`src/rtl/pinmux_macros.svh`:
```
`ifndef PINMUX_MACROS_SVH
`define PINMUX_MACROS_SVH

// Pad counts
`define PINMUX_N_MIO 8
`define PINMUX_N_DIO 2

// Peripheral signal counts on the muxed side
`define PINMUX_N_PERIPH_IN 8
`define PINMUX_N_PERIPH_OUT 8

// Wishbone widths, byte address
`define PINMUX_ADDR_W 8
`define PINMUX_DATA_W 32

// Register array base offsets, one 32-bit word per entry
`define PINMUX_INSEL_BASE 8'h00
`define PINMUX_OUTSEL_BASE 8'h40
`define PINMUX_MIO_ATTR_BASE 8'h80
`define PINMUX_DIO_ATTR_BASE 8'hC0

`endif

```
`src/rtl/pinmux_pkg.sv`:
```
`include "pinmux_macros.svh"

package pinmux_pkg;

  // Per-pad attributes, shared by DIO and MIO pads
  typedef struct packed {
    logic invert;
    logic od_en;
  } pad_attr_t;

  localparam int unsigned ATTR_W = $bits(pad_attr_t);

  // Select codes 0 and 1 are constants, sources start at code 2
  localparam int unsigned SEL_CONST1 = 1;
  localparam int unsigned SEL_FIRST = 2;

  // Wide enough for the larger of the two source ranges plus the constants
  localparam int unsigned SEL_W =
    $clog2(((`PINMUX_N_MIO > `PINMUX_N_PERIPH_OUT) ?
            `PINMUX_N_MIO : `PINMUX_N_PERIPH_OUT) + SEL_FIRST);

  // Source of one peripheral input
  // 0 const 0, 1 const 1, 2+j MIO pad j
  typedef logic [SEL_W-1:0] insel_t;

  // Source of one MIO pad
  // 0 const 0, 1 const 1, 2+i peripheral output i
  typedef logic [SEL_W-1:0] outsel_t;

endpackage : pinmux_pkg

```
`src/rtl/pinmux_matrix.sv`:
```
`timescale 1ns/100ps

`include "pinmux_macros.svh"

module pinmux_matrix (
  // Routing selects from the register file
  input  pinmux_pkg::insel_t  [`PINMUX_N_PERIPH_IN-1:0]  insel_i,
  input  pinmux_pkg::outsel_t [`PINMUX_N_MIO-1:0]        outsel_i,
  // Peripheral side
  input  logic                [`PINMUX_N_PERIPH_OUT-1:0] periph_out_i,
  input  logic                [`PINMUX_N_PERIPH_OUT-1:0] periph_oe_i,
  output logic                [`PINMUX_N_PERIPH_IN-1:0]  periph_in_o,
  // Pad side
  input  logic                [`PINMUX_N_MIO-1:0]        mio_in_i,
  output logic                [`PINMUX_N_MIO-1:0]        mio_out_o,
  output logic                [`PINMUX_N_MIO-1:0]        mio_oe_o
);

  import pinmux_pkg::*;

  // Output routing, one mux per MIO pad
  always_comb begin
    for (int j = 0; j < `PINMUX_N_MIO; j++) begin
      // Code 0 and anything out of range drive a constant 0
      mio_out_o[j] = 1'b0;
      mio_oe_o[j] = 1'b1;
      if (outsel_i[j] == outsel_t'(SEL_CONST1)) begin
        mio_out_o[j] = 1'b1;
      end
      // Peripheral source brings its own output enable
      for (int i = 0; i < `PINMUX_N_PERIPH_OUT; i++) begin
        if (outsel_i[j] == outsel_t'(SEL_FIRST + i)) begin
          mio_out_o[j] = periph_out_i[i];
          mio_oe_o[j] = periph_oe_i[i];
        end
      end
    end
  end

  // Input routing, one mux per peripheral input
  always_comb begin
    for (int k = 0; k < `PINMUX_N_PERIPH_IN; k++) begin
      periph_in_o[k] = 1'b0;
      if (insel_i[k] == insel_t'(SEL_CONST1)) begin
        periph_in_o[k] = 1'b1;
      end
      for (int j = 0; j < `PINMUX_N_MIO; j++) begin
        if (insel_i[k] == insel_t'(SEL_FIRST + j)) begin
          periph_in_o[k] = mio_in_i[j];
        end
      end
    end
  end

endmodule : pinmux_matrix

```
`config.mk`:
```
export PLATFORM = sky130hd
export DESIGN_NAME = pinmux_matrix
export DESIGN_NICKNAME = d
export VERILOG_FILES = /design/src/rtl/pinmux_pkg.sv /design/src/rtl/pinmux_matrix.sv
export VERILOG_INCLUDE_DIRS = /design/src /design/src/rtl
export SDC_FILE = /design/constraint.sdc
export NUM_CORES = 1
export LEC_CHECK = 0
export ABC_AREA = 1
export BUFFER_PORTS_ARGS = -buffer_cell sky130_fd_sc_hd__buf_2
export CAP_MARGIN = 20
export CORE_ASPECT_RATIO = 1.25
export CORE_MARGIN = 5
export CORE_UTILIZATION = 44
export DETAILED_ROUTE_END_ITERATION = 16
export MAX_ROUTING_LAYER = met4
export PLACE_DENSITY = 0.9
export SYNTH_ARGS = -nofsm -noshare
export SYNTH_HDL_FRONTEND = slang
export SYNTH_SLANG_ARGS = --single-unit
```
`constraint.sdc`:
```
create_clock -name vclk -period 1
set_input_delay 0.2 -clock vclk [all_inputs]
set_output_delay 0.2 -clock vclk [all_outputs]
set_load 0.05 [all_outputs]
```
==> metrics.log, run 1 <==
[metrics] status: did not finish
[metrics] Synthesized Nets: 576
[metrics] count of mapped cells out of synthesis: 488
[metrics] dpl cell area: 3592 sq um
[metrics] Error: [ERROR GRT-0232] Routing congestion too high. Check the congestion heatmap in the GUI.
[metrics] # IOs: 112
[metrics] sequential cell area fraction in the yosys report: 0
[metrics] Worst EP Category: output port
[metrics] placer's final routability congestion estimate: 1.036
[metrics] Synth Cell Area: 2267 sq um
[metrics] number of distinct library cell variants in the gate-level netlist after synthesis: 27
[metrics] Buffers on Ports: 112
[metrics] Placed Cells incl. Taps: 693
[metrics] last stage reached: global routing
[metrics] Initial Util: 0.4495
[metrics] DP HPWL: 7.947 mm
[metrics] count of warnings emitted by yosys: 0
[metrics] total congestion overflow after global routing: 26
[metrics] maximum number of pins on one net before global-route repair: 10
[metrics] FP Rows: 29
[metrics] die height: 90.26 um
[metrics] post-synthesis area per instance: 4.646 sq um
[metrics] GR repair worst EP: mio_oe_o[2]
[metrics] GR Util All Layers: 0.7037
[metrics] Die Wd: approximately 74 um
[metrics] Hold-fix buffers, CTS: 0
## synthesized netlist by cell type
cell type / instances / area share
nand2_1: 132 / 0.22
nand3_1: 69 / 0.15
inv_1: 66 / 0.11
a21oi_1: 46 / 0.10
nor2_1: 25 / 0.041
nor3_1: 23 / 0.051
inv_2: 19 / 0.031
o21ai_0: 19 / 0.042
nand4_1: 16 / 0.044
o21ai_1: 14 / 0.031
a31oi_1: 10 / 0.028
buf_2: 10 / 0.022
o211ai_1: 8 / 0.026
nand2_2: 6 / 0.017
nor2_2: 4 / 0.011
buf_1: 3 / 0.0050
nor3_2: 3 / 0.013
a21oi_2: 2 / 0.0077
clkinv_1: 2 / 0.0033
nand3_2: 2 / 0.0088
nor2_4: 2 / 0.0099
nor4_1: 2 / 0.0055
buf_4: 1 / 0.0033
buf_6: 1 / 0.0050
o21bai_2: 1 / 0.0050
o221ai_1: 1 / 0.0039
o31ai_1: 1 / 0.0033
## layer usage
layer	overflow	GRT usage
met4	11	0.6813
met2	15	0.8247
met1	0	0.6758
met5	-	-
met3	0	0.5846
## stage by stage
stage / worst slack [ns] / hold slack, ns
floorplan: -0.1965 / 0.6035
global placement: -0.4580 / 0.8993
detailed placement: -0.4846 / 0.9116
CTS: -0.3887 / 0.8360
## repair_timing
item | 4_1_cts
endpoints found under the setup margin | 24
pin swaps | 98
resized for setup | 282
setup buffers | 7
## cell families after synthesis
logic type | synth area share
compound gates | 0.2483
buf+inv | 0.1794
simple gates | 0.5723
==> run 2, diff against run 1 <==
CORE_ASPECT_RATIO = default   (was 1.25)
CORE_UTILIZATION = 29   (was 44)
MAX_ROUTING_LAYER = default   (was met4)
PLACE_DENSITY = default   (was 0.9)
PLACE_DENSITY_LB_ADDON = 0.15   (was default)
clock period = 1.3 ns   (was 1 ns; I/O delays follow)
==> run 2 against run 1 <==
Net effect:
- synthesized area unchanged
- synthesized cell count did not move
- the flow now finishes, with violations (setup timing)
==> metrics.log, run 2 <==
[metrics] uppermost layer routed: met4
[metrics] switching power share of the total: 0.5761
[metrics] FP Rows: 32
[metrics] maximum number of pins on one net before global-route repair: 9
[metrics] Hold-fix buffers, CTS: 0
[metrics] violated checks: setup timing
[metrics] # IOs: between 100 and 150
[metrics] remaining routing DRC violations: 0
[metrics] post-synth top area share: 0.2185
[metrics] Final Cycle Share: 1.184
[metrics] cell type with the highest aggregate area in the netlist: nand2_1
[metrics] amount of wire on met2 after detailed routing: 6.096 mm
[metrics] Buffers on Ports: around 110
[metrics] synthesized-area fraction occupied by and/or/nand/nor cells: 0.5723
[metrics] most common cell in the netlist: nand2_1
[metrics] final number of max-transition violations: 0
[metrics] total power after layout: 2.017 mW
[metrics] die height: 98.42 um
[metrics] register area: 0 sq um
[metrics] Highest Clock Rate: 649.9 MHz
[metrics] hold wc startpoint: outsel_i[2]
[metrics] number of DRC violations after detailed-routing iteration 0: 238
[metrics] time the final worst path needs with I/O delays and setup: 1.539 ns
[metrics] clock share of power: 0
[metrics] GR Util All Layers: 0.2185
[metrics] Critical Path Fanout Max: 8
[metrics] number of vias per cell after detailed routing: about 5.3
[metrics] Internal: approximately 0.85 mW
[metrics] total congestion overflow after global routing: 0
[metrics] post-synthesis area per instance: 4.646 sq um
[metrics] core area: 7687 sq um
[metrics] wire length per cell: between 15 and 20 um
[metrics] Synth Cell Area: about 2300 sq um
[metrics] endpoints failing hold: 0
[metrics] mux cell area share after synthesis: 0
[metrics] cell area power density: 410.0 nW/um^2
[metrics] sequential share of power: 0
[metrics] compound-cell area share of the yosys netlist: 0.2483
[metrics] count of mapped cells out of synthesis: just under 500
[metrics] global-route wire length before repair: 18.13 mm
[metrics] data arrival time of the critical path: between 1 and 1.5 ns
[metrics] DP HPWL: 8.353 mm
[metrics] slew at the pin closest to its max-slew limit: between 0.3 and 0.4 ns
[metrics] initial antenna violation count: 0
[metrics] post-synthesis share of cell area spent on xor and xnor gates: 0
[metrics] flip-flop and latch count: 0
[metrics] worst setup margin: -0.2388 ns
[metrics] number of clock-tree buffers in the layout: 0
[metrics] detailed-routed wire length on met3: 622 um
[metrics] Die Wd: 98.42 um
[metrics] dpl cell area: ~3500 sq um
[metrics] Initial Util: 0.2949
[metrics] placer's final routability congestion estimate: ~0.88
[metrics] RSZ-0062 raised after global routing: true
[metrics] Max-Slew Margin vs Limit: 0.7766
[metrics] Min Hold Slack: ~0.95 ns
[metrics] drt pass-1 iters: 4
[metrics] worst slack after detailed placement: -0.2845 ns
[metrics] nature of the critical path endpoint: output port
[metrics] Hold Crit Depth: 5
[metrics] cell types with the highest counts after synthesis: 132 x nand2_1, 69 x nand3_1, 66 x inv_1
[metrics] top post-synthesis cells by area: nand2_1 22%, nand3_1 15%, inv_1 11%
[metrics] sequential cell area fraction in the yosys report: 0
[metrics] classification of the worst setup path: primary input to output port
[metrics] Static Leakage: 2.331 nW
[metrics] IR drop worst, VDD: 0.2408 mV
[metrics] count of max-cap constraint violations: 0
[metrics] power spent charging and discharging nets: 1.162 mW
[metrics] most frequent cells in the layout: 107 x nand2_1, 56 x buf_4, 52 x buf_2
[metrics] fraction of power consumed by combinational cells: 1.000
[metrics] element type at the critical path start: primary input
[metrics] status: finished, violations left
[metrics] count of warnings emitted by yosys: 0
[metrics] synthesis-to-layout area growth: 116.9%
[metrics] arithmetic-cell share of the synthesized area counting full adders, half adders and majority gates: 0
[metrics] total wire length: 11.59 mm
[metrics] Worst Hold Path EP: mio_oe_o[0]
[metrics] most frequent standard cell in the layout excluding fill and tap cells: nand2_1
[metrics] number of global-route vias before repair: 3871
[metrics] # nets final: 747
[metrics] main combinational cell family by area after synthesis: simple AND/OR/NAND/NOR gates
[metrics] final setup violation count: 24
[metrics] DIE AREA: around 9700 sq um
[metrics] antenna viol nets, final: 0
[metrics] classification of the worst-slack hold path: primary input to output port
[metrics] required time of the critical path: ~1.0 ns
[metrics] number of distinct library cell variants in the gate-level netlist after synthesis: 27
[metrics] number of inserted filler cells in the final layout: 689
[metrics] wl on met1: 4.592 mm
[metrics] Critical Path Start: periph_oe_i[4]
[metrics] share of post-route cells with drive strength above 1: 0.5403
[metrics] Via Count: between 3000 and 4000
[metrics] design area: 4918 sq um
[metrics] antenna cells: 0
[metrics] Synthesized Nets: about 580
==> run 2: cell counts after synthesis <==
Identical to the previous run, type by type.
==> run 2: final cells by class <==
| cell class | instances | area, sq um | area share |
|---|---|---|---|
| repair buffers | 184 | 1694 | 0.3444 |
| well taps | 102 | 127.6 | 0.02595 |
| inverters | 87 | 436.7 | 0.08878 |
| multi-input cells | 386 | 2660 | 0.5408 |
==> run 2: logic make-up (layout without fill, tap and decap cells) <==
family,count (synthesis),in the layout
buffers and inverters,102,271
AND/OR/NAND/NOR,284,284
AO/OA/AOI/OAI,102,102
==> run 2: repair_timing <==
item                                    4_1_cts  5_1_grt
endpoints found under the setup margin       24       24
cloned                                        0        0
resized for setup                           245      103
pin swaps                                    67       66
buffers inserted                              8       13
==> run 2: per-stage QoR <==
step / setup TNS, ns / cells / utilization
4_1_cts: -3.001 / 746 / 0.5726
3_3_place_gp: -4.962 / 738 / 0.4577
6_report: -3.527 / 759 / 0.6398
5_1_grt: -4.784 / 759 / 0.6398
2_1_floorplan: -0.1123 / 488 / -
3_5_place_dp: -5.256 / 738 / 0.4577
==> run 2: worst max path at each step <==
stage	slack, ns	end	cells past startpoint
2_1_floorplan	-0.05	periph_in_o[1]	5
3_3_place_gp	-0.28	mio_oe_o[1]	8
3_5_place_dp	-0.28	mio_oe_o[7]	8
4_1_cts	-0.22	mio_oe_o[6]	8
5_1_grt	-0.30	mio_oe_o[6]	8
6_report	-0.24	mio_oe_o[6]	8
==> run 2: power by group through the flow <==
stage / Clock (mW) / Sequential (mW) / Combinational, mW
2_1_floorplan: 0 / 0 / 0.889
3_3_place_gp: 0 / 0 / 1.41
3_5_place_dp: 0 / 0 / 1.42
4_1_cts: 0 / 0 / 1.82
5_1_grt: 0 / 0 / 2.15
6_report: 0 / 0 / 2.02
==> run 2: layer usage <==
metal,vias up,track usage
met5,-,0
met4,0,0.04307
met3,27,0.01062
met2,143,0.4030
met1,1837,0.2818
li1,1984,-
==> run 2: worst max-delay path: stages <==
cell and delay (ns):
buf_6 0.07, clkinvlp_4 0.20, o211ai_1 0.24, nand4_1 0.13, nand2_1 0.10, nand2_2 0.06
nand2_4 0.06, buf_8 0.14
No activity file was read; power rests on OpenSTA's default activity.
