### config.mk
export PLATFORM = sky130hd
export DESIGN_NAME = pinmux_regs
export DESIGN_NICKNAME = d
export VERILOG_FILES = /design/src/rtl/pinmux_pkg.sv /design/src/rtl/pinmux_regs.sv
export VERILOG_INCLUDE_DIRS = /design/src /design/src/rtl
export SDC_FILE = /design/constraint.sdc
export NUM_CORES = 1
export LEC_CHECK = 0
export BUFFER_PORTS_ARGS = -buffer_cell sky130_fd_sc_hd__buf_2
export CAP_MARGIN = 5
export CELL_PAD_IN_SITES_DETAIL_PLACEMENT = 1
export CELL_PAD_IN_SITES_GLOBAL_PLACEMENT = 1
export CORE_AREA = 5 5 125 127
export DETAILED_ROUTE_END_ITERATION = 8
export DIE_AREA = 0 0 130 132
export GPL_ROUTABILITY_DRIVEN = 0
export GPL_TIMING_DRIVEN = 0
export HOLD_SLACK_MARGIN = 0.12
export PLACE_DENSITY_LB_ADDON = 0.15
export SLEW_MARGIN = 20
export SYNTH_ARGS = -nofsm -noshare
export SYNTH_HDL_FRONTEND = slang
export SYNTH_SLANG_ARGS = --single-unit
### constraint.sdc
create_clock -name clk_i -period 2.4 [get_ports clk_i]
set_input_delay 0.12 -clock clk_i [delete_from_list [all_inputs] [get_ports clk_i]]
set_output_delay 0.12 -clock clk_i [all_outputs]
set_load 0.01 [all_outputs]
### src/rtl/pinmux_macros.svh
`ifndef PINMUX_MACROS_SVH
`define PINMUX_MACROS_SVH

// Pad counts
`define PINMUX_N_MIO 8
`define PINMUX_N_DIO 2

// Peripheral signal counts on the muxed side
`define PINMUX_N_PERIPH_IN 8
`define PINMUX_N_PERIPH_OUT 8

// Wishbone widths, byte address
`define PINMUX_ADDR_W 8
`define PINMUX_DATA_W 32

// Register array base offsets, one 32-bit word per entry
`define PINMUX_INSEL_BASE 8'h00
`define PINMUX_OUTSEL_BASE 8'h40
`define PINMUX_MIO_ATTR_BASE 8'h80
`define PINMUX_DIO_ATTR_BASE 8'hC0

`endif

### src/rtl/pinmux_pkg.sv
`include "pinmux_macros.svh"

package pinmux_pkg;

  // Per-pad attributes, shared by DIO and MIO pads
  typedef struct packed {
    logic invert;
    logic od_en;
  } pad_attr_t;

  localparam int unsigned ATTR_W = $bits(pad_attr_t);

  // Select codes 0 and 1 are constants, sources start at code 2
  localparam int unsigned SEL_CONST1 = 1;
  localparam int unsigned SEL_FIRST = 2;

  // Wide enough for the larger of the two source ranges plus the constants
  localparam int unsigned SEL_W =
    $clog2(((`PINMUX_N_MIO > `PINMUX_N_PERIPH_OUT) ?
            `PINMUX_N_MIO : `PINMUX_N_PERIPH_OUT) + SEL_FIRST);

  // Source of one peripheral input
  // 0 const 0, 1 const 1, 2+j MIO pad j
  typedef logic [SEL_W-1:0] insel_t;

  // Source of one MIO pad
  // 0 const 0, 1 const 1, 2+i peripheral output i
  typedef logic [SEL_W-1:0] outsel_t;

endpackage : pinmux_pkg

### src/rtl/pinmux_regs.sv
`timescale 1ns/100ps

`include "pinmux_macros.svh"

module pinmux_regs (
  input  logic                                           clk_i,
  input  logic                                           arst_n_i,
  // Wishbone classic slave
  input  logic                                           wb_cyc_i,
  input  logic                                           wb_stb_i,
  input  logic                                           wb_we_i,
  input  logic                  [`PINMUX_ADDR_W-1:0]     wb_adr_i,
  input  logic                  [`PINMUX_DATA_W-1:0]     wb_dat_i,
  input  logic                  [3:0]                    wb_sel_i,
  output logic                  [`PINMUX_DATA_W-1:0]     wb_dat_o,
  output logic                                           wb_ack_o,
  // Register contents
  output pinmux_pkg::insel_t    [`PINMUX_N_PERIPH_IN-1:0] insel_o,
  output pinmux_pkg::outsel_t   [`PINMUX_N_MIO-1:0]       outsel_o,
  output pinmux_pkg::pad_attr_t [`PINMUX_N_MIO-1:0]       mio_attr_o,
  output pinmux_pkg::pad_attr_t [`PINMUX_N_DIO-1:0]       dio_attr_o
);

  import pinmux_pkg::*;

  localparam logic [7:0] INSEL_BASE = `PINMUX_INSEL_BASE;
  localparam logic [7:0] OUTSEL_BASE = `PINMUX_OUTSEL_BASE;
  localparam logic [7:0] MIO_ATTR_BASE = `PINMUX_MIO_ATTR_BASE;
  localparam logic [7:0] DIO_ATTR_BASE = `PINMUX_DIO_ATTR_BASE;

  insel_t    [`PINMUX_N_PERIPH_IN-1:0] insel_q;
  outsel_t   [`PINMUX_N_MIO-1:0]       outsel_q;
  pad_attr_t [`PINMUX_N_MIO-1:0]       mio_attr_q;
  pad_attr_t [`PINMUX_N_DIO-1:0]       dio_attr_q;

  logic                      ack_q;
  logic                      access;
  logic                      wr_en;
  logic [3:0]                word_idx;
  logic                      hit_insel;
  logic                      hit_outsel;
  logic                      hit_mio_attr;
  logic                      hit_dio_attr;
  logic [`PINMUX_DATA_W-1:0] rdata;

  // New cycle seen, ack not yet given
  assign access = wb_cyc_i & wb_stb_i & ~ack_q;
  // Only the low byte lane carries register bits
  assign wr_en = access & wb_we_i & wb_sel_i[0];

  // Top two address bits pick the array, the next four the entry
  assign word_idx = wb_adr_i[5:2];
  assign hit_insel = (wb_adr_i[7:6] == INSEL_BASE[7:6]);
  assign hit_outsel = (wb_adr_i[7:6] == OUTSEL_BASE[7:6]);
  assign hit_mio_attr = (wb_adr_i[7:6] == MIO_ATTR_BASE[7:6]);
  assign hit_dio_attr = (wb_adr_i[7:6] == DIO_ATTR_BASE[7:6]);

  // Single-cycle ack, one clock after the request
  always_ff @(posedge clk_i or negedge arst_n_i) begin
    if (!arst_n_i) begin
      ack_q <= 1'b0;
    end else begin
      ack_q <= access;
    end
  end

  // Masked field writes on the edge that raises ack
  // Entries beyond each array's count match no loop index and are dropped
  always_ff @(posedge clk_i or negedge arst_n_i) begin
    if (!arst_n_i) begin
      insel_q <= '0;
      outsel_q <= '0;
      mio_attr_q <= '0;
      dio_attr_q <= '0;
    end else if (wr_en) begin
      for (int k = 0; k < `PINMUX_N_PERIPH_IN; k++) begin
        if (hit_insel && word_idx == 4'(k)) begin
          insel_q[k] <= wb_dat_i[SEL_W-1:0];
        end
      end
      for (int k = 0; k < `PINMUX_N_MIO; k++) begin
        if (hit_outsel && word_idx == 4'(k)) begin
          outsel_q[k] <= wb_dat_i[SEL_W-1:0];
        end
        if (hit_mio_attr && word_idx == 4'(k)) begin
          mio_attr_q[k] <= wb_dat_i[ATTR_W-1:0];
        end
      end
      for (int k = 0; k < `PINMUX_N_DIO; k++) begin
        if (hit_dio_attr && word_idx == 4'(k)) begin
          dio_attr_q[k] <= wb_dat_i[ATTR_W-1:0];
        end
      end
    end
  end

  // Read mux, fields zero-extended, unmapped words read zero
  // Address is held by the master, so data is stable while ack is high
  always_comb begin
    rdata = '0;
    for (int k = 0; k < `PINMUX_N_PERIPH_IN; k++) begin
      if (hit_insel && word_idx == 4'(k)) begin
        rdata[SEL_W-1:0] = insel_q[k];
      end
    end
    for (int k = 0; k < `PINMUX_N_MIO; k++) begin
      if (hit_outsel && word_idx == 4'(k)) begin
        rdata[SEL_W-1:0] = outsel_q[k];
      end
      if (hit_mio_attr && word_idx == 4'(k)) begin
        rdata[ATTR_W-1:0] = mio_attr_q[k];
      end
    end
    for (int k = 0; k < `PINMUX_N_DIO; k++) begin
      if (hit_dio_attr && word_idx == 4'(k)) begin
        rdata[ATTR_W-1:0] = dio_attr_q[k];
      end
    end
  end

  assign wb_dat_o = rdata;
  assign wb_ack_o = ack_q;

  assign insel_o = insel_q;
  assign outsel_o = outsel_q;
  assign mio_attr_o = mio_attr_q;
  assign dio_attr_o = dio_attr_q;

endmodule : pinmux_regs

Yosys cells after proc, flatten, opt, wreduce, memory -nomap -nowiden:

Index checks and enable logic that the tools add are counted.

* bits of input ports: 49
* bits in registers: 85
* output and inout port bits: 117

* reduce and logical (&&, ||, !) cells: 54
* bitwise operators: 5
* multiplexer cells: 26
* eq/ne operators: 10

Operator list (number)
* $mux 4: 16
* $reduce_and 2->1: 26
* $logic_and 1x1->1: 26
* $mux 2: 10
* $eq 4x3->1 const B: 4
* $eq 4x2->1 const B: 2
* $and 1x1->1: 4
* $eq 2x2->1 const B: 2
* $eq 4x1->1 const B: 1
* $logic_not 4->1: 1
* $eq 2x1->1 const B: 1
* $logic_not 2->1: 1
* $not 1->1: 1

Depth between registers and ports, before layout:

Gate-level depths: netlist of the first run.

* word-level depth: 28
* mapped depth: 8
* mapped depth without buffers: 6

Least setup slack after synthesis of the first run:

Ideal clock, no wire load.

* kind: register to register
* start point: register ack_q (netlist: wb_ack_o)
* end point: register insel_q (netlist bit insel_o[7])
* arrival time: 1491 ps
* required time: 2275 ps
* stages on the path, launching flop included: 6
* buffers on the path: 0
* library setup time: 125 ps
* setup slack: 784 ps
* period minus slack after synthesis: 1616 ps
* cells stage by stage: dfrtp_1 -> nor2_1 -> and3_1 -> nand3_1 -> nor2_1 -> mux2_2

* longest elaborated chain between the ends: 5

RTL lines
* start: declaration: line pinmux_regs.sv:36 `logic ack_q;`
* start signal: assignment: line pinmux_regs.sv:63 `ack_q <= access;`
* $not 1->1: line pinmux_regs.sv:47 `assign access = wb_cyc_i & wb_stb_i & ~ack_q;`
* $and 1x1->1: line pinmux_regs.sv:47
* net access: line pinmux_regs.sv:37 `logic access;`
* $and 1x1->1 (2 in series): line pinmux_regs.sv:49 `assign wr_en = access & wb_we_i & wb_sel_i[0];`
* $reduce_and 2->1 (no source line)
* end signal: indexed assignment: line pinmux_regs.sv:78 `insel_q[k] <= wb_dat_i[SEL_W-1:0];`
* end: declaration: line pinmux_regs.sv:31 `` insel_t [`PINMUX_N_PERIPH_IN-1:0] insel_q; ``

The timed path passes the listed nets, and every way through them passes these cells.
A chain may end at the register's enable or synchronous reset.

Final worst setup path of the first run:

* start point: register insel_q (netlist bit insel_o[1])
* end point: output port wb_dat_o[1]

* longest elaborated chain between the ends: 26

RTL lines
* $mux 4 (8 in series): line pinmux_regs.sv:102 `if (hit_insel && word_idx == 4'(k)) begin`
* $mux 4: line pinmux_regs.sv:107 `if (hit_outsel && word_idx == 4'(k)) begin`
* $mux 2: line pinmux_regs.sv:110 `if (hit_mio_attr && word_idx == 4'(k)) begin`
* $mux 4: line pinmux_regs.sv:107
* $mux 2: line pinmux_regs.sv:110
* $mux 4: line pinmux_regs.sv:107
* $mux 2: line pinmux_regs.sv:110
* $mux 4: line pinmux_regs.sv:107
* (+2 left out)
* $mux 2: line pinmux_regs.sv:110
* $mux 4: line pinmux_regs.sv:107
* $mux 2: line pinmux_regs.sv:110
* $mux 4: line pinmux_regs.sv:107
* $mux 2: line pinmux_regs.sv:110
* $mux 4: line pinmux_regs.sv:107
* $mux 2: line pinmux_regs.sv:110
* $mux 2 (2 in series): line pinmux_regs.sv:115 `if (hit_dio_attr && word_idx == 4'(k)) begin`
* end: declaration: line pinmux_regs.sv:15 `` output logic [`PINMUX_DATA_W-1:0] wb_dat_o, ``

No other way between the ends.

==> summary.md, run 1 <==
| Metric | Value |
|---|---|
| Initial DRC count | around 160 |
| DP HPWL | about 13 mm |
| Ports | ~170 |
| Starting Density | 0.321 |
| Ratio of cells with drive above 1 in the final layout | 0.451 |
| Port Buffer Count | just over 100 |
| Antenna fix cells | 0 |
| H-Tree Depth | 3 |
| Most common library cells after synthesis | mux2_2 (88), dfrtp_1 (85), nor2_1 (43) |
| YS warnings | 0 |
| Netlist cell types | 55 |
| Final Hold Viols | 0 |
| Tot Pwr | 3210 µW |
| CP required | approximately 2.3 ns |
| Seq cells post-synth | between 80 and 90 |
| Util after Layout | 0.405 |
| Number of synthesized flops with an enable pin | 0 |
| Final worst path period share | 0.980 |
| Area grow syn2layout | 25.9% |
| Routed len/inst | around 21 µm |
| Pwr per Cell Area | 554 nW/µm² |
| F_max | between 400 and 500 MHz |
| DR vias/cell | 5.17 |
| Fin Hold WS | about 0.14 ns |
| Synthesized area | ~4600 µm² |
| Largest net degree at the start of global routing | 45 |
| P_leak | about 0.003 µW |
| Clk_lat worst skew | around 0.35 ns |
| Kind of end point of the critical path | output pin |
| Detailed Route WL | between 15 and 20 mm |
| CP Launch Type | flop |
| Mean Syn Cell Area | between 10 and 15 µm² |
| Die ar. | approximately 17000 µm² |
| Synth top area cells | dfrtp_1 (46%), mux2_2 (22%), buf_4 (5.9%), nor2_1 (3.5%), nand2_1 (1.4%) |
| Post-Synthesis Cells | 416 |
| Post-route DRC | 0 |
| Clock buffer count from CTS | 9 |
| Final layout net count | 610 |
| DP Cell Count | 729 |
| Vias in the first global route | approximately 4.2k |
| Chip height | approximately 130 µm |
| CP Class | reg2out |
| Finished Layout Cells | approximately 750 |
| GRT overflow | 0 |
| Final antenna-violating net count | 0 |
| Most common flop cell mapped by yosys | dfrtp_1 |
| Top cell type's share of synthesized area | 0.463 |
| CP Max Fanout | 3 |
| WP data arrival | 2.23 ns |
| # rows | 44 |
| Die W | about 130 µm |
| Worst hold path depth | 2 |
| # setup viols final | 0 |
| Clock tree root buffer cell | clkbuf_16 |
| First drt pass iteration count | 4 |
| Slew HR | 0.586 |
| Global-route wire length before repair | approximately 25 mm |
| Cell with the most instances after synthesis | mux2_2 |
| Setup TNS | 0 ns |
| Worst-case clock skew | between 0.005 and 0.006 ns |
| Tightest Pin Transition | 0.621 ns |
| Gr usage total | 0.189 |
| Via count | 3872 |
| Initial antenna violation count | 0 |
| Part of the Yosys area used for sequential elements | 0.463 |
| Slew Viols, Final | 0 |
| Hold WC Path Type | in2reg |
| Outcome | complete, no violations |
| Clock Path Buffers | 2 |
| Maximum vdd drop | ~260 µV |
| Worst-path clk slew | 0.06 ns |
| Clock sink total | 85 |
| RSZ-0062 raised after global routing | false |
| Core area | 14300 µm² |
| Synth async-reset ratio | 1.00 |
| Leading area contributor after synthesis | dfrtp_1 |
| Worst reg-to-reg path cell count | 5 |
| Min Tclk post-route | approximately 2.4 ns |
| CTS tree | done |
| Max_cap viols | 0 |
-- stage by stage --
step           instance area [µm²]  setup slack (ns)
2_1_floorplan                 4700             0.784
3_3_place_gp                  5440           -0.0120
3_5_place_dp                  5460            0.0259
4_1_cts                       5790            0.0414
5_1_grt                       5790          0.000476
6_report                      5790            0.0481
-- cell families after synthesis --
kind of cell	share of synthesized area
compound gates	0.117
other cells	0.000816
buf+inv	0.0800
flops	0.463
simple gates	0.112
mux	0.227
-- area by class of cell --
cell class / count / area (µm²)
timing repair buffer: 107 / 578
sequential: 85 / 2130
fill: 1672 / 8520
buffer: 52 / 353
multi-input combinational: 302 / 2210
clock inverter: 1 / 5.00
clock buffer: 14 / 274
inverter: 4 / 15.0
tap: 184 / 230
-- final timing paths --
check                                 start            to  slack (ns)
worst min-delay path            wb_dat_i[1]   outsel_o[9]        0.14
max in group asynchronous          arst_n_i  outsel_o[28]        1.44
worst max-delay path             insel_o[1]   wb_dat_o[1]        0.05
min in group asynchronous          arst_n_i  outsel_o[21]        0.33
worst max register to register     wb_ack_o   outsel_o[7]        0.26
worst min register to register  outsel_o[2]   outsel_o[2]        0.53
-- critical path, stage by stage (launching register included) --
cell	delay, ns
dfrtp_1	0.39
nor2b_1	0.14
a211oi_1	0.23
a211oi_1	0.08
a2111oi_1	0.53
o31a_1	0.24
o21ai_1	0.11
buf_2	0.16
-- what timing repair did --
| item | 4_1_cts | 5_1_grt |
|---|---|---|
| endpoints found under the hold margin | 54 | 0 |
| gates resized for setup | 1 | 1 |
| endpoints found under the setup margin | 1 | 1 |
| setup buffers | 0 | 0 |
| gates cloned | 0 | 0 |
| hold buffers | 5 | 0 |
-- report_power, final --
group | internal (µW) | total (µW) | switching [µW]
clock network | 779 | 1310 | 532
logic | 157 | 397 | 239
registers | 1470 | 1500 | 32.7
-- placed cells by master, fill, tap and decap left out, types with 10 or more instances in the layout --
| cell type | n |
|---|---|
| buf_2 | 106 |
| mux2_2 | 88 |
| dfrtp_1 | 85 |
| nor2_1 | 43 |
| buf_4 | 37 |
| conb_1 | 28 |
| nand2_1 | 17 |
| a21oi_1 | 12 |
| o21ai_0 | 11 |
| clkbuf_1 | 10 |
-- per-layer routing --
metal,vias to the layer above,share of wire,global-route usage
met5,-,0,0
met4,0,0.023,0.0699
met3,29,0.065,0.0450
met2,124,0.48,0.302
met1,1960,0.43,0.247
li1,1759,-,-
-- flip-flops by register name, summed over array words and instances (netlist names) --
register    count
wb_ack_o        1
insel_o        32
dio_attr_o      4
outsel_o       32
mio_attr_o     16
Power figures use the tool's default switching activity.
==> inputs of run 2 (changes only) <==
--- a/config.mk
+++ b/config.mk
@@ -14,9 +14,11 @@
 export DETAILED_ROUTE_END_ITERATION = 8
 export DIE_AREA = 0 0 130 132
 export GPL_ROUTABILITY_DRIVEN = 0
-export GPL_TIMING_DRIVEN = 0
+export GPL_TIMING_DRIVEN = 1
 export HOLD_SLACK_MARGIN = 0.12
+export MAX_ROUTING_LAYER = met4
 export PLACE_DENSITY_LB_ADDON = 0.15
+export SKIP_LAST_GASP = 1
 export SLEW_MARGIN = 20
 export SYNTH_ARGS = -nofsm -noshare
 export SYNTH_HDL_FRONTEND = slang
==> run 2 against run 1 <==
Critical path depth unchanged; via count down 3.6%; register-to-register slack better by 0.11 ns; sequential power about the same; non-clock buffer count down 27; total power down 1.6%; clock power about the same; largest power group unchanged.
==> summary.md, run 2 (same netlist as run 1, synthesis figures left out) <==
| Metric | Value |
|---|---|
| Via count | 3731 (-3.6%) |
| Metal2 WL | 7.53 mm (-2.1%) |
| Clk_lat worst skew | 0.35 ns (about the same) |
| WP data arrival | 2.13 ns (-0.10 ns) |
| Post-route DRC | 0 (unchanged) |
| Area grow syn2layout | 22.6% |
| Final Hold Viols | 0 (unchanged) |
| Core area | 14300 µm² (unchanged) |
| Most frequent cells in the layout | buf_2 (103), mux2_2 (88), dfrtp_1 (85), nor2_1 (43), conb_1 (28) |
| Ratio of cells with drive above 1 in the final layout | 0.451 (-0.000493) |
| Antenna fix cells | 0 (unchanged) |
| Final worst path period share | 0.938 (-0.0417) |
| Die W | 130 µm (unchanged) |
| Final antenna-violating net count | 0 (unchanged) |
| Final-layout fill cell count | 1624 (-2.9%) |
| Commonest non-fill, non-tap cell in the layout | buf_2 |
| Placed Area | 5310 µm² (-2.7%) |
| Detailed Route WL | 15.4 mm (-3.9%) |
| Ports | 166 (unchanged) |
| Outcome | complete, no violations |
| Vias in the first global route | 4126 (-1.3%) |
| Util after Layout | 0.394 (-0.0106) |
| GRT overflow | 0 (unchanged) |
| CP Launch Type | flop |
| First drt pass iteration count | 4 (unchanged) |
| Kind of end point of the critical path | output pin |
| Worst-case clock skew | 0.00956 ns (+0.00412 ns) |
| Routed len/inst | 21.3 µm (-0.43%) |
| CTS tree | done |
| Max_cap viols | 0 (unchanged) |
| Slew HR | 0.641 (+0.0553) |
| Worst-path clk slew | 0.06 ns (about the same) |
| DP Cell Count | 704 (-3.4%) |
| Chip height | 132 µm (unchanged) |
| RSZ-0062 raised after global routing | false |
| Worst hold path depth | 3 (+1) |
| Finished Layout Cells | 723 (-3.5%) |
| Met3 routed WL | 694 µm (-33%) |
| Clock tree root buffer cell | clkbuf_16 |
| Metal-1 WL | 6.87 mm (-0.56%) |
| Clock sink total | 85 (unchanged) |
| Multi-input logic area | 2220 µm² (+0.68%) |
| # rows | 44 (unchanged) |
| Die ar. | 17200 µm² (unchanged) |
| DR vias/cell | 5.16 (-0.18%) |
| Gr usage total | 0.187 (-0.00182) |
| Largest net degree at the start of global routing | 86 (+91%) |
| Global-route wire length before repair | 24.0 mm (-2.9%) |
| Maximum vdd drop | 317 µV (+23%) |
| Initial DRC count | 196 (+26%) |
| CP Class | reg2out |
| Hold WC Path Type | in2reg |
| Worst reg-to-reg path cell count | 5 (unchanged) |
| Clock Path Buffers | 2 (unchanged) |
| Post-route cell area | 5640 µm² (-2.6%) |
| Slew Viols, Final | 0 (unchanged) |
| Post-CTS Setup Bufs | 0 (unchanged) |
| Seq. cell area | 2130 µm² (unchanged) |
| # setup viols final | 0 (unchanged) |
| Setup TNS | 0 ns (unchanged) |
| Highest metal used | met4 |
| Min Tclk post-route | 2.25 ns (-0.100 ns) |
| Fin Hold WS | 0.187 ns (+0.0489 ns) |
| P_leak | 0.00287 µW (-3.7%) |
| Pwr per Cell Area | 560 nW/µm² (+1.0%) |
| CP required | 2.28 ns (about the same) |
| CP Max Fanout | 3 (unchanged) |
| Tightest Pin Transition | 0.538 ns (-0.0829 ns) |
| Clock buffer count from CTS | 9 (unchanged) |
| Final layout net count | 583 (-4.4%) |
| Initial antenna violation count | 0 (unchanged) |
| H-Tree Depth | 3 (unchanged) |
| Starting Density | 0.321 (unchanged) |
| F_max | 444 MHz (+4.4%) |
| DP HPWL | 11.7 mm (-7.2%) |
| Port Buffer Count | 104 (+3.0%) |
[run 2: changes by cell type in the layout (fill, tap and decap cells not counted), moves of 2 or more]
cell / delta
dlygate4sd3_1: -2
buf_2: -3
clkbuf_1: -10
clkinvlp_4: +2
clkbuf_8: -2
buf_4: -13
buf_6: -2
clkinv_2: +2
[run 2: critical path: stages (launching register included)]
cell and delay [ns]:
dfrtp_1 0.40, mux2_2 0.27, a32oi_1 0.21, a31oi_2 0.13, o211ai_1 0.22, a311oi_2 0.13, o31a_1 0.27, buf_2 0.14
[run 2: layer usage]
| metal | up-vias | GRT usage |
|---|---|---|
| met5 | - | - |
| met4 | 0 | 0.0514 |
| met3 | 21 | 0.0373 |
| met2 | 110 | 0.300 |
| met1 | 1897 | 0.241 |
| li1 | 1703 | - |
[run 2: area by class of cell]
class | count | area share
Multi-Input combinational cell | 302 | 0.394
Sequential cell | 85 | 0.377
Timing Repair Buffer | 132 | 0.136
Clock buffer | 10 | 0.0424
Tap cell | 184 | 0.0408
Clock inverter | 6 | 0.00688
Inverter | 4 | 0.00266
[run 2: timing repair]
item | CTS | global route
setup endpoints to repair | 1 | 2
endpoints found under the hold margin | 86 | 0
hold buffers | 3 | 0
gates resized for setup | 1 | 3
pin swaps | 0 | 1
[run 2: stage by stage]
stage	power (µW)	setup WS (ns)
after floorplan	1750	0.784
after global placement	1870	0.162
after detailed placement	1880	0.172
after CTS	3200	0.0178
after global routing	3310	0.00332
final	3160	0.148
[run 2: worst paths after layout]
path / slack [ns] / to / start
worst min register to register: 0.53 / insel_o[10] / insel_o[10]
worst min-delay path: 0.19 / insel_o[31] / wb_dat_i[3]
worst max register to register: 0.37 / insel_o[12] / wb_ack_o
min in group asynchronous: 0.36 / outsel_o[21] / arst_n_i
max in group asynchronous: 1.66 / mio_attr_o[13] / arst_n_i
worst max-delay path: 0.15 / wb_dat_o[0] / insel_o[20]
[run 2: report_power, final]
group	switching (µW)	internal (µW)	total (µW)
Combinational	228	128	356
Clock	575	725	1300
Sequential	33.0	1470	1500
